`src/rv_pkg.sv`:
```
package rv_pkg;

  localparam int XLEN = 32;
  localparam int MEM_ADDR_W = 32;

  typedef logic [XLEN-1:0] word_t;
  typedef logic [4:0]      reg_addr_t;
  typedef logic [2:0]      funct3_t;

  // Distance between consecutive instructions
  localparam word_t PC_STEP = 32'd4;

  // Instruction bits 6:2
  typedef enum logic [4:0] {
    LOAD     = 5'b00000,
    MISC_MEM = 5'b00011,
    OP_IMM   = 5'b00100,
    AUIPC    = 5'b00101,
    STORE    = 5'b01000,
    OP       = 5'b01100,
    LUI      = 5'b01101,
    BRANCH   = 5'b11000,
    JALR     = 5'b11001,
    JAL      = 5'b11011,
    SYSTEM   = 5'b11100
  } opcode_e;

  // Same encoding as funct3 of OP and OP-IMM
  typedef enum logic [2:0] {
    ADD  = 3'b000,
    SLL  = 3'b001,
    SLT  = 3'b010,
    SLTU = 3'b011,
    XOR  = 3'b100,
    SR   = 3'b101,
    OR   = 3'b110,
    AND  = 3'b111
  } alu_op_e;

  typedef enum logic [2:0] {
    IDLE,
    FETCH,
    FETCH_REL,
    DECODE,
    EXECUTE,
    MEMORY,
    RESULT,
    HALT
  } seq_state_e;

  typedef enum logic [1:0] {
    L_IDLE,
    L_REQ,
    L_REL,
    L_DONE
  } lsu_state_e;

  typedef struct packed {
    word_t     pc;
    word_t     inst;
    opcode_e   opcode;
    word_t     imm;
    word_t     rs1_data;
    word_t     rs2_data;
    reg_addr_t rd;
    funct3_t   funct3;
  } decoded_t;

  typedef struct packed {
    word_t     pc;
    opcode_e   opcode;
    funct3_t   funct3;
    reg_addr_t rd;
    word_t     alu_res;
    word_t     addr;
    word_t     store_data;
    word_t     branch_pc;
    logic      branch_taken;
  } exec_t;

  typedef struct packed {
    word_t     pc;
    word_t     inst;
    reg_addr_t rd;
    word_t     wb_data;
    logic      wb_en;
    word_t     pc_next;
  } commit_t;

endpackage

```
`src/rv_alu.sv`:
```
`timescale 1ns/100ps

module rv_alu
  import rv_pkg::*;
(
  input  alu_op_e i_op,
  input  logic    i_alt,
  input  word_t   i_src1,
  input  word_t   i_src2,
  output word_t   o_res
);

  logic [4:0] shamt;

  assign shamt = i_src2[4:0];

  always_comb begin
    case (i_op)
      ADD: begin
        o_res = i_alt ? (i_src1 - i_src2) : (i_src1 + i_src2);
      end
      SLL: o_res = i_src1 << shamt;
      SLT: o_res = {{(XLEN-1){1'b0}}, $signed(i_src1) < $signed(i_src2)};
      SLTU: o_res = {{(XLEN-1){1'b0}}, i_src1 < i_src2};
      XOR: o_res = i_src1 ^ i_src2;
      // Arithmetic shift keeps the sign bit
      SR: begin
        o_res = i_alt ? word_t'($signed(i_src1) >>> shamt) : (i_src1 >> shamt);
      end
      OR: o_res = i_src1 | i_src2;
      AND: o_res = i_src1 & i_src2;
      default: o_res = '0;
    endcase
  end

endmodule

```
`src/rv_sequencer.sv`:
```
`timescale 1ns/100ps

module rv_sequencer
  import rv_pkg::*;
(
  input  logic  clk,
  input  logic  nrst,
  input  logic  i_start,
  input  word_t i_start_pc,
  output logic  o_imem_req,
  output word_t o_imem_addr,
  input  logic  i_imem_ack,
  input  word_t i_imem_rdata,
  output word_t o_inst,
  output word_t o_pc,
  output logic  o_dec_en,
  output logic  o_exe_en,
  output logic  o_lsu_start,
  input  logic  i_lsu_done,
  input  logic  i_is_mem,
  input  logic  i_is_ecall,
  output logic  o_res_en,
  input  word_t i_pc_next,
  output logic  o_halted
);

  seq_state_e state_q;
  seq_state_e state_d;
  word_t      pc_q;
  word_t      inst_q;

  always_comb begin
    state_d = state_q;
    case (state_q)
      IDLE: begin
        if (i_start) begin
          state_d = FETCH;
        end
      end
      FETCH: begin
        if (i_imem_ack) begin
          state_d = FETCH_REL;
        end
      end
      // Four-phase release before decoding
      FETCH_REL: begin
        if (!i_imem_ack) begin
          state_d = DECODE;
        end
      end
      DECODE:  state_d = EXECUTE;
      EXECUTE: state_d = i_is_mem ? MEMORY : RESULT;
      MEMORY: begin
        if (i_lsu_done) begin
          state_d = RESULT;
        end
      end
      RESULT:  state_d = i_is_ecall ? HALT : FETCH;
      default: state_d = HALT;
    endcase
  end

  always_ff @(posedge clk) begin
    if (!nrst) begin
      state_q <= IDLE;
      pc_q    <= '0;
    end else begin
      state_q <= state_d;
      if (state_q == IDLE && i_start) begin
        pc_q <= i_start_pc;
      end else if (o_res_en) begin
        pc_q <= i_pc_next;
      end
    end
  end

  // Instruction word captured on the ack edge
  always_ff @(posedge clk) begin
    if (state_q == FETCH && i_imem_ack) begin
      inst_q <= i_imem_rdata;
    end
  end

  assign o_imem_req  = (state_q == FETCH);
  assign o_imem_addr = pc_q;
  assign o_inst      = inst_q;
  assign o_pc        = pc_q;
  assign o_dec_en    = (state_q == DECODE);
  assign o_exe_en    = (state_q == EXECUTE);
  assign o_lsu_start = (state_q == EXECUTE) && i_is_mem;
  assign o_res_en    = (state_q == RESULT);
  assign o_halted    = (state_q == HALT);

  a_imem_addr_stable: assert property (@(posedge clk) disable iff (!nrst)
    o_imem_req && !i_imem_ack |=> $stable(o_imem_addr));

endmodule

```
`src/rv_decode.sv`:
```
`timescale 1ns/100ps

module rv_decode
  import rv_pkg::*;
(
  input  logic      clk,
  input  logic      nrst,
  input  logic      i_en,
  input  word_t     i_inst,
  input  word_t     i_pc,
  output reg_addr_t o_rs1_addr,
  output reg_addr_t o_rs2_addr,
  input  word_t     i_rs1_data,
  input  word_t     i_rs2_data,
  output decoded_t  o_dec
);

  opcode_e  opcode;
  word_t    imm;
  decoded_t dec_d;

  assign opcode = opcode_e'(i_inst[6:2]);

  // Immediate layout follows the instruction format
  always_comb begin
    case (opcode)
      STORE: begin
        imm = {{20{i_inst[31]}}, i_inst[31:25], i_inst[11:7]};
      end
      BRANCH: begin
        imm = {{20{i_inst[31]}}, i_inst[7], i_inst[30:25], i_inst[11:8], 1'b0};
      end
      LUI, AUIPC: begin
        imm = {i_inst[31:12], 12'h000};
      end
      JAL: begin
        imm = {{12{i_inst[31]}}, i_inst[19:12], i_inst[20], i_inst[30:21], 1'b0};
      end
      default: begin
        imm = {{20{i_inst[31]}}, i_inst[31:20]};
      end
    endcase
  end

  assign o_rs1_addr = i_inst[19:15];
  assign o_rs2_addr = i_inst[24:20];

  always_comb begin
    dec_d.pc       = i_pc;
    dec_d.inst     = i_inst;
    dec_d.opcode   = opcode;
    dec_d.imm      = imm;
    dec_d.rs1_data = i_rs1_data;
    dec_d.rs2_data = i_rs2_data;
    dec_d.rd       = i_inst[11:7];
    dec_d.funct3   = i_inst[14:12];
  end

  always_ff @(posedge clk) begin
    if (!nrst) begin
      o_dec <= '0;
    end else if (i_en) begin
      o_dec <= dec_d;
    end
  end

endmodule

```
`src/rv_execute.sv`:
```
`timescale 1ns/100ps

module rv_execute
  import rv_pkg::*;
(
  input  logic     clk,
  input  logic     nrst,
  input  logic     i_en,
  input  decoded_t i_dec,
  output exec_t    o_exe,
  output logic     o_is_mem,
  output logic     o_is_ecall
);

  word_t   src1;
  word_t   src2;
  word_t   alu_res;
  alu_op_e alu_op;
  logic    alu_alt;
  logic    branch_flag;
  word_t   addr;
  exec_t   exe_d;

  always_comb begin
    case (i_dec.opcode)
      LUI: src1 = '0;
      AUIPC, JAL: src1 = i_dec.pc;
      default: src1 = i_dec.rs1_data;
    endcase
    if (i_dec.opcode == OP || i_dec.opcode == BRANCH) begin
      src2 = i_dec.rs2_data;
    end else begin
      src2 = i_dec.imm;
    end
  end

  always_comb begin
    alu_op  = ADD;
    alu_alt = 1'b0;
    if (i_dec.opcode == OP) begin
      alu_op  = alu_op_e'(i_dec.funct3);
      alu_alt = i_dec.inst[30];
    end else if (i_dec.opcode == OP_IMM) begin
      alu_op  = alu_op_e'(i_dec.funct3);
      // Only SRAI takes bit 30 as a modifier
      alu_alt = (i_dec.funct3 == 3'b101) && i_dec.inst[30];
    end else if (i_dec.opcode == BRANCH) begin
      case (i_dec.funct3[2:1])
        2'b00: alu_op = XOR;
        2'b10: alu_op = SLT;
        default: alu_op = SLTU;
      endcase
    end
  end

  rv_alu u_alu (
    .i_op   (alu_op),
    .i_alt  (alu_alt),
    .i_src1 (src1),
    .i_src2 (src2),
    .o_res  (alu_res)
  );

  // BEQ/BNE test the XOR, the rest the compare bit; odd funct3 inverts
  always_comb begin
    if (i_dec.funct3[2:1] == 2'b00) begin
      branch_flag = (alu_res == '0) ^ i_dec.funct3[0];
    end else begin
      branch_flag = alu_res[0] ^ i_dec.funct3[0];
    end
  end

  assign addr = i_dec.rs1_data + i_dec.imm;

  always_comb begin
    exe_d.pc           = i_dec.pc;
    exe_d.opcode       = i_dec.opcode;
    exe_d.funct3       = i_dec.funct3;
    exe_d.rd           = i_dec.rd;
    exe_d.alu_res      = alu_res;
    exe_d.addr         = addr;
    exe_d.store_data   = i_dec.rs2_data;
    exe_d.branch_taken = (i_dec.opcode == BRANCH) && branch_flag;
    if (i_dec.opcode == JALR) begin
      exe_d.branch_pc = {addr[XLEN-1:1], 1'b0};
    end else begin
      exe_d.branch_pc = i_dec.pc + i_dec.imm;
    end
  end

  always_ff @(posedge clk) begin
    if (!nrst) begin
      o_exe <= '0;
    end else if (i_en) begin
      o_exe <= exe_d;
    end
  end

  assign o_is_mem   = (i_dec.opcode == LOAD) || (i_dec.opcode == STORE);
  assign o_is_ecall = (i_dec.opcode == SYSTEM);

endmodule

```
`src/rv_lsu.sv`:
```
`timescale 1ns/100ps

module rv_lsu
  import rv_pkg::*;
(
  input  logic                  clk,
  input  logic                  nrst,
  input  logic                  i_start,
  input  exec_t                 i_exe,
  output logic                  o_dmem_req,
  output logic                  o_dmem_we,
  output logic [MEM_ADDR_W-1:0] o_dmem_addr,
  output word_t                 o_dmem_wdata,
  input  logic                  i_dmem_ack,
  input  word_t                 i_dmem_rdata,
  output word_t                 o_load_data,
  output logic                  o_done
);

  lsu_state_e state_q;
  lsu_state_e state_d;
  word_t      rdata_q;

  always_comb begin
    state_d = state_q;
    case (state_q)
      L_IDLE: begin
        if (i_start) begin
          state_d = L_REQ;
        end
      end
      L_REQ: begin
        if (i_dmem_ack) begin
          state_d = L_REL;
        end
      end
      L_REL: begin
        if (!i_dmem_ack) begin
          state_d = L_DONE;
        end
      end
      default: state_d = L_IDLE;
    endcase
  end

  always_ff @(posedge clk) begin
    if (!nrst) begin
      state_q <= L_IDLE;
    end else begin
      state_q <= state_d;
    end
  end

  always_ff @(posedge clk) begin
    if (state_q == L_REQ && i_dmem_ack) begin
      rdata_q <= i_dmem_rdata;
    end
  end

  // Request fields come straight from the held execute record
  assign o_dmem_req   = (state_q == L_REQ);
  assign o_dmem_we    = (i_exe.opcode == STORE);
  assign o_dmem_addr  = i_exe.addr;
  assign o_dmem_wdata = i_exe.store_data;
  assign o_load_data  = rdata_q;
  assign o_done       = (state_q == L_DONE);

  a_dmem_aligned: assert property (@(posedge clk) disable iff (!nrst)
    o_dmem_req |-> o_dmem_addr[1:0] == 2'b00);

endmodule

```
`src/rv_result.sv`:
```
`timescale 1ns/100ps

module rv_result
  import rv_pkg::*;
(
  input  logic      i_en,
  input  exec_t     i_exe,
  input  word_t     i_inst,
  input  word_t     i_load_data,
  output word_t     o_pc_next,
  output logic      o_wr_en,
  output reg_addr_t o_wr_addr,
  output word_t     o_wr_data,
  output commit_t   o_commit,
  output logic      o_commit_valid
);

  word_t pc_plus4;
  word_t wb_data;
  logic  wb_en;

  assign pc_plus4 = i_exe.pc + PC_STEP;

  always_comb begin
    case (i_exe.opcode)
      BRANCH: o_pc_next = i_exe.branch_taken ? i_exe.branch_pc : pc_plus4;
      JAL, JALR: o_pc_next = i_exe.branch_pc;
      default: o_pc_next = pc_plus4;
    endcase
  end

  always_comb begin
    case (i_exe.opcode)
      LOAD: wb_data = i_load_data;
      // Link address
      JAL, JALR: wb_data = pc_plus4;
      default: wb_data = i_exe.alu_res;
    endcase
  end

  // Branches, stores, FENCE and ECALL write nothing
  always_comb begin
    case (i_exe.opcode)
      LOAD, OP_IMM, OP, AUIPC, LUI, JAL, JALR: wb_en = (i_exe.rd != '0);
      default: wb_en = 1'b0;
    endcase
  end

  assign o_wr_en        = i_en && wb_en;
  assign o_wr_addr      = i_exe.rd;
  assign o_wr_data      = wb_data;
  assign o_commit_valid = i_en;

  always_comb begin
    o_commit.pc      = i_exe.pc;
    o_commit.inst    = i_inst;
    o_commit.rd      = i_exe.rd;
    o_commit.wb_data = wb_data;
    o_commit.wb_en   = wb_en;
    o_commit.pc_next = o_pc_next;
  end

endmodule

```
`src/rv_regfile.sv`:
```
`timescale 1ns/100ps

module rv_regfile
  import rv_pkg::*;
(
  input  logic      clk,
  input  logic      nrst,
  input  reg_addr_t i_rs1_addr,
  input  reg_addr_t i_rs2_addr,
  output word_t     o_rs1_data,
  output word_t     o_rs2_data,
  input  logic      i_wr_en,
  input  reg_addr_t i_wr_addr,
  input  word_t     i_wr_data
);

  // x0 has no storage
  word_t regs [1:31];

  always_ff @(posedge clk) begin
    if (!nrst) begin
      regs <= '{default: '0};
    end else if (i_wr_en && i_wr_addr != '0) begin
      regs[i_wr_addr] <= i_wr_data;
    end
  end

  assign o_rs1_data = (i_rs1_addr == '0) ? '0 : regs[i_rs1_addr];
  assign o_rs2_data = (i_rs2_addr == '0) ? '0 : regs[i_rs2_addr];

endmodule

```
`src/rv_core.sv`:
```
`timescale 1ns/100ps

module rv_core
  import rv_pkg::*;
(
  input  logic                  clk,
  input  logic                  nrst,
  input  logic                  i_start,
  input  word_t                 i_start_pc,
  output logic                  o_imem_req,
  output word_t                 o_imem_addr,
  input  logic                  i_imem_ack,
  input  word_t                 i_imem_rdata,
  output logic                  o_dmem_req,
  output logic                  o_dmem_we,
  output logic [MEM_ADDR_W-1:0] o_dmem_addr,
  output word_t                 o_dmem_wdata,
  input  logic                  i_dmem_ack,
  input  word_t                 i_dmem_rdata,
  output commit_t               o_commit,
  output logic                  o_commit_valid,
  output logic                  o_halted
);

  word_t     inst;
  word_t     pc;
  word_t     pc_next;
  logic      dec_en;
  logic      exe_en;
  logic      lsu_start;
  logic      lsu_done;
  logic      res_en;
  logic      is_mem;
  logic      is_ecall;
  reg_addr_t rs1_addr;
  reg_addr_t rs2_addr;
  word_t     rs1_data;
  word_t     rs2_data;
  decoded_t  dec;
  exec_t     exe;
  word_t     load_data;
  logic      wr_en;
  reg_addr_t wr_addr;
  word_t     wr_data;

  rv_sequencer u_sequencer (
    .clk          (clk),
    .nrst         (nrst),
    .i_start      (i_start),
    .i_start_pc   (i_start_pc),
    .o_imem_req   (o_imem_req),
    .o_imem_addr  (o_imem_addr),
    .i_imem_ack   (i_imem_ack),
    .i_imem_rdata (i_imem_rdata),
    .o_inst       (inst),
    .o_pc         (pc),
    .o_dec_en     (dec_en),
    .o_exe_en     (exe_en),
    .o_lsu_start  (lsu_start),
    .i_lsu_done   (lsu_done),
    .i_is_mem     (is_mem),
    .i_is_ecall   (is_ecall),
    .o_res_en     (res_en),
    .i_pc_next    (pc_next),
    .o_halted     (o_halted)
  );

  rv_decode u_decode (
    .clk        (clk),
    .nrst       (nrst),
    .i_en       (dec_en),
    .i_inst     (inst),
    .i_pc       (pc),
    .o_rs1_addr (rs1_addr),
    .o_rs2_addr (rs2_addr),
    .i_rs1_data (rs1_data),
    .i_rs2_data (rs2_data),
    .o_dec      (dec)
  );

  rv_regfile u_regfile (
    .clk        (clk),
    .nrst       (nrst),
    .i_rs1_addr (rs1_addr),
    .i_rs2_addr (rs2_addr),
    .o_rs1_data (rs1_data),
    .o_rs2_data (rs2_data),
    .i_wr_en    (wr_en),
    .i_wr_addr  (wr_addr),
    .i_wr_data  (wr_data)
  );

  rv_execute u_execute (
    .clk        (clk),
    .nrst       (nrst),
    .i_en       (exe_en),
    .i_dec      (dec),
    .o_exe      (exe),
    .o_is_mem   (is_mem),
    .o_is_ecall (is_ecall)
  );

  rv_lsu u_lsu (
    .clk          (clk),
    .nrst         (nrst),
    .i_start      (lsu_start),
    .i_exe        (exe),
    .o_dmem_req   (o_dmem_req),
    .o_dmem_we    (o_dmem_we),
    .o_dmem_addr  (o_dmem_addr),
    .o_dmem_wdata (o_dmem_wdata),
    .i_dmem_ack   (i_dmem_ack),
    .i_dmem_rdata (i_dmem_rdata),
    .o_load_data  (load_data),
    .o_done       (lsu_done)
  );

  rv_result u_result (
    .i_en           (res_en),
    .i_exe          (exe),
    .i_inst         (inst),
    .i_load_data    (load_data),
    .o_pc_next      (pc_next),
    .o_wr_en        (wr_en),
    .o_wr_addr      (wr_addr),
    .o_wr_data      (wr_data),
    .o_commit       (o_commit),
    .o_commit_valid (o_commit_valid)
  );

endmodule

```
`config.mk`:
```
export PLATFORM = sky130hd
export DESIGN_NAME = rv_core
export DESIGN_NICKNAME = d
export VERILOG_FILES = /design/src/rv_pkg.sv /design/src/rv_alu.sv /design/src/rv_sequencer.sv /design/src/rv_decode.sv /design/src/rv_execute.sv /design/src/rv_lsu.sv /design/src/rv_result.sv /design/src/rv_regfile.sv /design/src/rv_core.sv
export SDC_FILE = /design/constraint.sdc
export NUM_CORES = 2
export LEC_CHECK = 0
export BUFFER_PORTS_ARGS = -buffer_cell sky130_fd_sc_hd__buf_2
export CAP_MARGIN = 30
export CORE_UTILIZATION = 52
export DETAILED_ROUTE_END_ITERATION = 7
export PLACE_DENSITY = 0.72
export SYNTH_ARGS = -nofsm -noshare
export SYNTH_HDL_FRONTEND = slang
export SYNTH_SLANG_ARGS = --single-unit
```
`constraint.sdc`:
```
create_clock -name clk -period 6.18 [get_ports clk]
set_input_delay 1.236 -clock clk [delete_from_list [all_inputs] [get_ports clk]]
set_output_delay 1.236 -clock clk [all_outputs]
set_load 0.02 [all_outputs]
```
# Word level (Yosys, flattened, before mapping)
# Cells that the tools add are included.
# op_classes
addsub	5
n_lt_le_gt_ge	6
n_eq_ne	48
shifts	3
muxes	42
bitwise_logic	8
reduce_logical	28
# op_table
operator	count
$bwmux W992	1
$mux W32	14
$bmux W32 S5	2
$pmux W32 S8	1
$pmux W32 S2	3
$demux W32 S5	1
$pmux W31 S4	1
$add A32 B32 Y32	3
$lt A32 B32 Y1	2
$eq A5 B5 Y1 const B	9
$eq A5 B4 Y1 const B	8
$add A32 B3 Y32 const B	1
$and A32 B32 Y32	1
$logic_not A32 Y1	1
$or A32 B32 Y32	1
$shl A32 B5 Y32	1
$shr A32 B5 Y32	1
$sshr A32 B5 Y32	1
$sub A32 B32 Y32	1
$xor A32 B32 Y32	1
$eq A3 B3 Y1 const B	9
$eq A5 B3 Y1 const B	5
$mux W3	8
$pmux W3 S7	1
25 further kinds	63
# totals
register_bits	1436
input_bits	101
output_inout_bits	235
word_cells	192

# Logic depth before layout (Yosys ltp)
# depth
word_depth	11
depth_mapped	27
mapped_depth_nobuf	21

# Modules after synthesis
# Synthesis repeated with hierarchy kept, for this count alone.
# hier_totals
cells_unflattened	9762
area_unflattened_um2	84898.9
# modules_own_cells
module	instances	cells_each	area_per_inst_um2	seq_area_each_um2
rv_regfile	1	5885	52490.3	19859.0
rv_execute	1	1204	10508.8	3483.3
rv_alu	1	1302	8617.0	0.0
rv_decode	1	606	6337.3	3183.1
rv_sequencer	1	266	2822.7	1661.6
rv_result	1	381	2483.6	0.0
rv_lsu	1	118	1639.1	1001.0

# Worst setup path before layout
# Ideal clock, no wire load.
# synth_timing
path_kind	register -> register
from	register u_decode.o_dec[104] (netlist name)
to	register u_execute.o_exe[0] (netlist name)
setup_time_ns	0.131
arrival_time_ns	5.650
required_time_ns	6.049
slack_ns	0.399
stages_incl_launch_ff	24
cell_sequence	dfxtp_1 -> buf_2 -> nor3b_2 -> nand2_1 -> buf_2 -> mux2i_1 -> clkbuf_1 -> buf_1 -> clkbuf_1 -> ha_1 -> or2_2 -> o311ai_1 -> o311a_1 -> nor3_1 -> o31ai_1 -> a31oi_1 -> nor3_1 -> o31ai_1 -> or4b_1 -> or4_1 -> nor4_1 -> and4_1 -> or2_1 -> o311ai_1
# synth_via
elab_chain_len	10
# synth_rtl
item	line_no	rtl
start: declaration	rv_decode.sv:15	output decoded_t o_dec
start signal: assignment	rv_decode.sv:61	o_dec <= '0;
start signal: assignment	rv_decode.sv:63	o_dec <= dec_d;
$eq A5 B3 Y1, or another cell as far along	rv_execute.sv:25	case (i_dec.opcode)
$reduce_or A2 Y1, or another cell as far along	rv_execute.sv:25	
$pmux W32 S2, or another cell as far along	rv_execute.sv:25	
$add A32 B32 Y32, or another cell as far along	rv_alu.sv:20	o_res = i_alt ? (i_src1 - i_src2) : (i_src1 + i_src2);
$mux W32, or another cell as far along	rv_alu.sv:20	
$pmux W32 S8	rv_alu.sv:18	case (i_op)
$logic_not A32 Y1	rv_execute.sv:67	branch_flag = (alu_res == '0) ^ i_dec.funct3[0];
$xor A1 B1 Y1	rv_execute.sv:67	
$mux W1	rv_execute.sv:66	if (i_dec.funct3[2:1] == 2'b00) begin
$logic_and A1 B1 Y1 (*)	rv_execute.sv:83	exe_d.branch_taken = (i_dec.opcode == BRANCH) && branch_flag;
end signal: assignment	rv_execute.sv:93	o_exe <= '0;
end signal: assignment	rv_execute.sv:95	o_exe <= exe_d;
end: declaration	rv_execute.sv:10	output exec_t o_exe,
# Mark *: on every way between the ends. The rest lies on a longest branch, timed or not.
# A chain may end at the register's enable or synchronous reset.

# Worst setup path after layout
# layout_timing
from	register u_decode.o_dec[105] (netlist name)
to	register u_execute.o_exe[0] (netlist name)
# The elaborated chain is that of the path after synthesis.

==> results.sh <==
export IMPL_run_status="finished clean"
export IMPL_htreeDepth=4
export IMPL_initial_core_util=0.526
export IMPL_avgViaCountPerCell=6.76
export IMPL_cp_cell_sequence="buf_4, or3b_1, o21ai_1, nand2_1, ha_1, a211oi_1, o311ai_1, buf_4, o311a_1, buf_4, buf_4, o31ai_1, buf_4, a21oi_1, a211oi_1, mux2i_1, xnor2_1, a211oi_1, o2111ai_1, nor4_2, and4_1, or2_1, o311ai_1"
export IMPL_drt_iter0_markers=9820
export IMPL_place_congestion=1.07
export IMPL_dpl_worst_slack_ns=0.111
export IMPL_drt_antenna_violating_nets=0
export IMPL_clk_pin_slew_worst_paths_ns=0.07
export IMPL_grt_pass1_vias=67600
export IMPL_routedWlPerCell_um=31.0
export IMPL_drt_pass1_iterations=6
export IMPL_rsz0062_at_grt="false"
export IMPL_pin_count=336
export IMPL_p_seq_frac=0.440
export IMPL_cts_root_buf="clkbuf_16"
export IMPL_route_detailed_drc=0
export IMPL_finalCritPeriodShare=0.974
export IMPL_ys_seq_area_frac=0.364
export IMPL_maxSlewViolCount=0
export IMPL_max_vdd_ir_drop_mv=0.276
export IMPL_timing_fmax_mhz=166
export IMPL_crit_top_cell="buf_4"
export IMPL_rows=142
export IMPL_grt_overflow=0
export IMPL_final_common_cell="nor2_1"
export IMPL_intPower_uw=15400
export IMPL_crit_path_end_kind="register"
export IMPL_setup_ws_ns=0.163
export IMPL_port_buffers=335
export IMPL_drive_gt1_frac=0.221
export IMPL_globalRouteTotalUtil=0.427
export IMPL_reg2reg_setup_slack_ns=0.16
export IMPL_p_comb_frac=0.119
export IMPL_hpwlAfterDp_mm=237
export IMPL_leakage_uw=0.0328
export IMPL_num_nets_final=8963
export IMPL_required_ns=6.87
export IMPL_cp_max_fo=10
export IMPL_path_buf_inv=5
export IMPL_die_height_um=392
export IMPL_skew_ns=0.0847
export IMPL_min_period_ns=6.02
export IMPL_cts_sinks=1406
export IMPL_rr_worst_depth=23
export IMPL_numCtsBuffers=152
export IMPL_final_cell_mix="nor2_1 (1550), dfxtp_1 (1342), a211oi_1 (828)"
export IMPL_maxSlewHeadroom=0.246
export IMPL_ys_ff_latch=1406
export IMPL_cpPeakStageDelay_ns=0.41
export IMPL_arrival_ns=6.70
export IMPL_ys_flop_type="dfxtp_1"
export IMPL_grt_max_degree=190
export IMPL_core_area_mm2=0.150
export IMPL_finalWirelength_mm=335
export IMPL_fin_tns_setup_ns=0
export IMPL_power_density_mw_per_mm2=238
export IMPL_setup_viol=0
export IMPL_async_flop_share=0
export IMPL_synth_cell_types=108
export IMPL_slowest_stage="o31ai_1"
export IMPL_grt_pass1_wl_mm=479
export IMPL_syn_cell_area_mm2=0.0790
export IMPL_fillers=12800
export IMPL_synth_edff_count=64
export IMPL_die_w_um=392
export IMPL_antenna_found_initial=18
export IMPL_final_hold_viol_count=0
export IMPL_hold_path_class="reg2reg"
export IMPL_syn_area_per_cell_um2=9.16
export IMPL_cts_tree="built"
export IMPL_path_class="reg2reg"
export IMPL_ys_warn_count=0
export IMPL_cp_depth=23
export IMPL_postSynthCellCount=8624
export IMPL_critPathLaunchType="register"
export IMPL_clk_latency_ns=0.85
export IMPL_dieArea_mm2=0.154
export IMPL_whs_ns=0.424
export IMPL_hold_depth=2
export IMPL_maxCapViolations=0
export IMPL_syn_nets=8894
export IMPL_num_vias=73200
export IMPL_worst_pin_slew_ns=1.13
export IMPL_crit_family="compound AO/OA/AOI/OAI gates"
export IMPL_ctsHoldBuffers=0
export IMPL_clockBufferDepth=3
export IMPL_p_clk_frac=0.441
export IMPL_power_switching_uw=5940
export IMPL_switching_share=0.278
export IMPL_syn2layout_area_growth_pct=13.5
==> area by class of cell <==
class / count / area (um^2) / area share
Antenna cell: 5 / 12.5 / 0.000140
Clock buffer: 220 / 4410 / 0.0492
Clock inverter: 52 / 761 / 0.00848
Inverter: 173 / 661 / 0.00737
Multi-Input combinational cell: 6091 / 46300 / 0.517
Sequential cell: 1406 / 28800 / 0.321
Tap cell: 2016 / 2520 / 0.0281
Timing Repair Buffer: 869 / 6200 / 0.0691
==> registers in the layout (all words and copies together), names as in the netlist <==
name and count:
u_sequencer.state_q 3, u_lsu.o_load_data 32, u_lsu.state_q 2, u_decode.o_dec 142
u_regfile.regs 992, u_execute.o_exe 171, u_sequencer.o_imem_addr 32, u_sequencer.o_inst 32
==> power groups by stage <==
stage,Clock (uW),Combinational (uW),Sequential (uW)
after floorplan,0,1410,9530
after global placement,0,2440,9600
after detailed placement,0,2440,9600
after CTS,9490,2450,9400
after global routing,9870,2630,9400
final,9440,2540,9400
==> timing repair <==
action,4_1_cts,5_1_grt
setup buffers,0,1
gates resized for setup,0,6
setup endpoints to repair,0,1
==> worst paths after layout <==
check	from	endpoint
worst min-delay path	u_decode.o_dec[4]	u_execute.o_exe[130]
worst max-delay path	u_decode.o_dec[105]	u_execute.o_exe[0]
worst max register to register	u_decode.o_dec[105]	u_execute.o_exe[0]
worst min register to register	u_decode.o_dec[4]	u_execute.o_exe[130]
==> synthesized netlist by cell type, types with 12 or more instances <==
library cell | count | share of area
a2111oi_0 | 12 | 0.0013
a211oi_1 | 828 | 0.079
a21o_1 | 37 | 0.0035
a21oi_1 | 776 | 0.049
a221oi_1 | 49 | 0.0054
a22o_1 | 91 | 0.010
a22oi_1 | 49 | 0.0047
a311oi_1 | 16 | 0.0018
a31oi_1 | 32 | 0.0025
and2_1 | 16 | 0.0013
and3_1 | 23 | 0.0018
buf_1 | 66 | 0.0031
buf_2 | 35 | 0.0022
buf_4 | 108 | 0.010
clkbuf_1 | 741 | 0.035
dfxtp_1 | 1342 | 0.34
edfxtp_1 | 64 | 0.024
ha_1 | 165 | 0.026
inv_1 | 159 | 0.0076
mux2_2 | 106 | 0.015
mux2i_1 | 97 | 0.012
mux4_2 | 586 | 0.17
nand2_1 | 622 | 0.030
nand2b_1 | 88 | 0.0070
nand3_1 | 77 | 0.0049
nor2_1 | 1575 | 0.075
nor2b_1 | 24 | 0.0019
nor3_1 | 81 | 0.0051
nor4_1 | 21 | 0.0017
o211ai_1 | 111 | 0.011
o21a_1 | 19 | 0.0018
o21ai_0 | 144 | 0.0091
o21bai_1 | 18 | 0.0017
o221ai_1 | 20 | 0.0022
o22ai_1 | 33 | 0.0026
o31ai_1 | 23 | 0.0022
or2_2 | 24 | 0.0019
xnor2_1 | 60 | 0.0066
xor2_1 | 41 | 0.0045
==> per-stage QoR <==
step	area [um^2]	total power (uW)	utilization	std cells
2_1_floorplan	79000	10900	-	8624
3_3_place_gp	84400	12000	0.561	10500
3_5_place_dp	84400	12000	0.562	10600
4_1_cts	89600	21300	0.596	10800
5_1_grt	89700	21900	0.597	10800
6_report	89700	21400	0.597	10800
==> kinds of logic (layout without fill, tap and decap cells) <==
family                   after synthesis  count (layout)  synth area share
buffers and inverters               1127            1314            0.0596
flip-flops                          1406            1406             0.364
other                                  0               5                 0
adder cells (fa/ha/maj)              169             169            0.0271
AND/OR/NAND/NOR                     2637            2637             0.139
XOR/XNOR                             103             103            0.0116
AO/OA/AOI/OAI                       2392            2392             0.204
multiplexers                         790             790             0.195
==> layer usage <==
metal / track usage / up-vias / wire (um)
met5: 0 / - / 129
met4: 0.275 / 18 / 24900
met3: 0.106 / 939 / 37000
met2: 0.640 / 4451 / 146000
met1: 0.550 / 36000 / 127000
li1: - / 31700 / -
==> tightest hold or removal path: cells and delay by family (launching register included) <==
kind | cells | cell delay (ns)
and+or+nand+nor | 1 | 0.05
AOI/OAI and AO/OA | 1 | 0.05
DFF | 1 | 0.31
(Power assumes the default switching activity.)
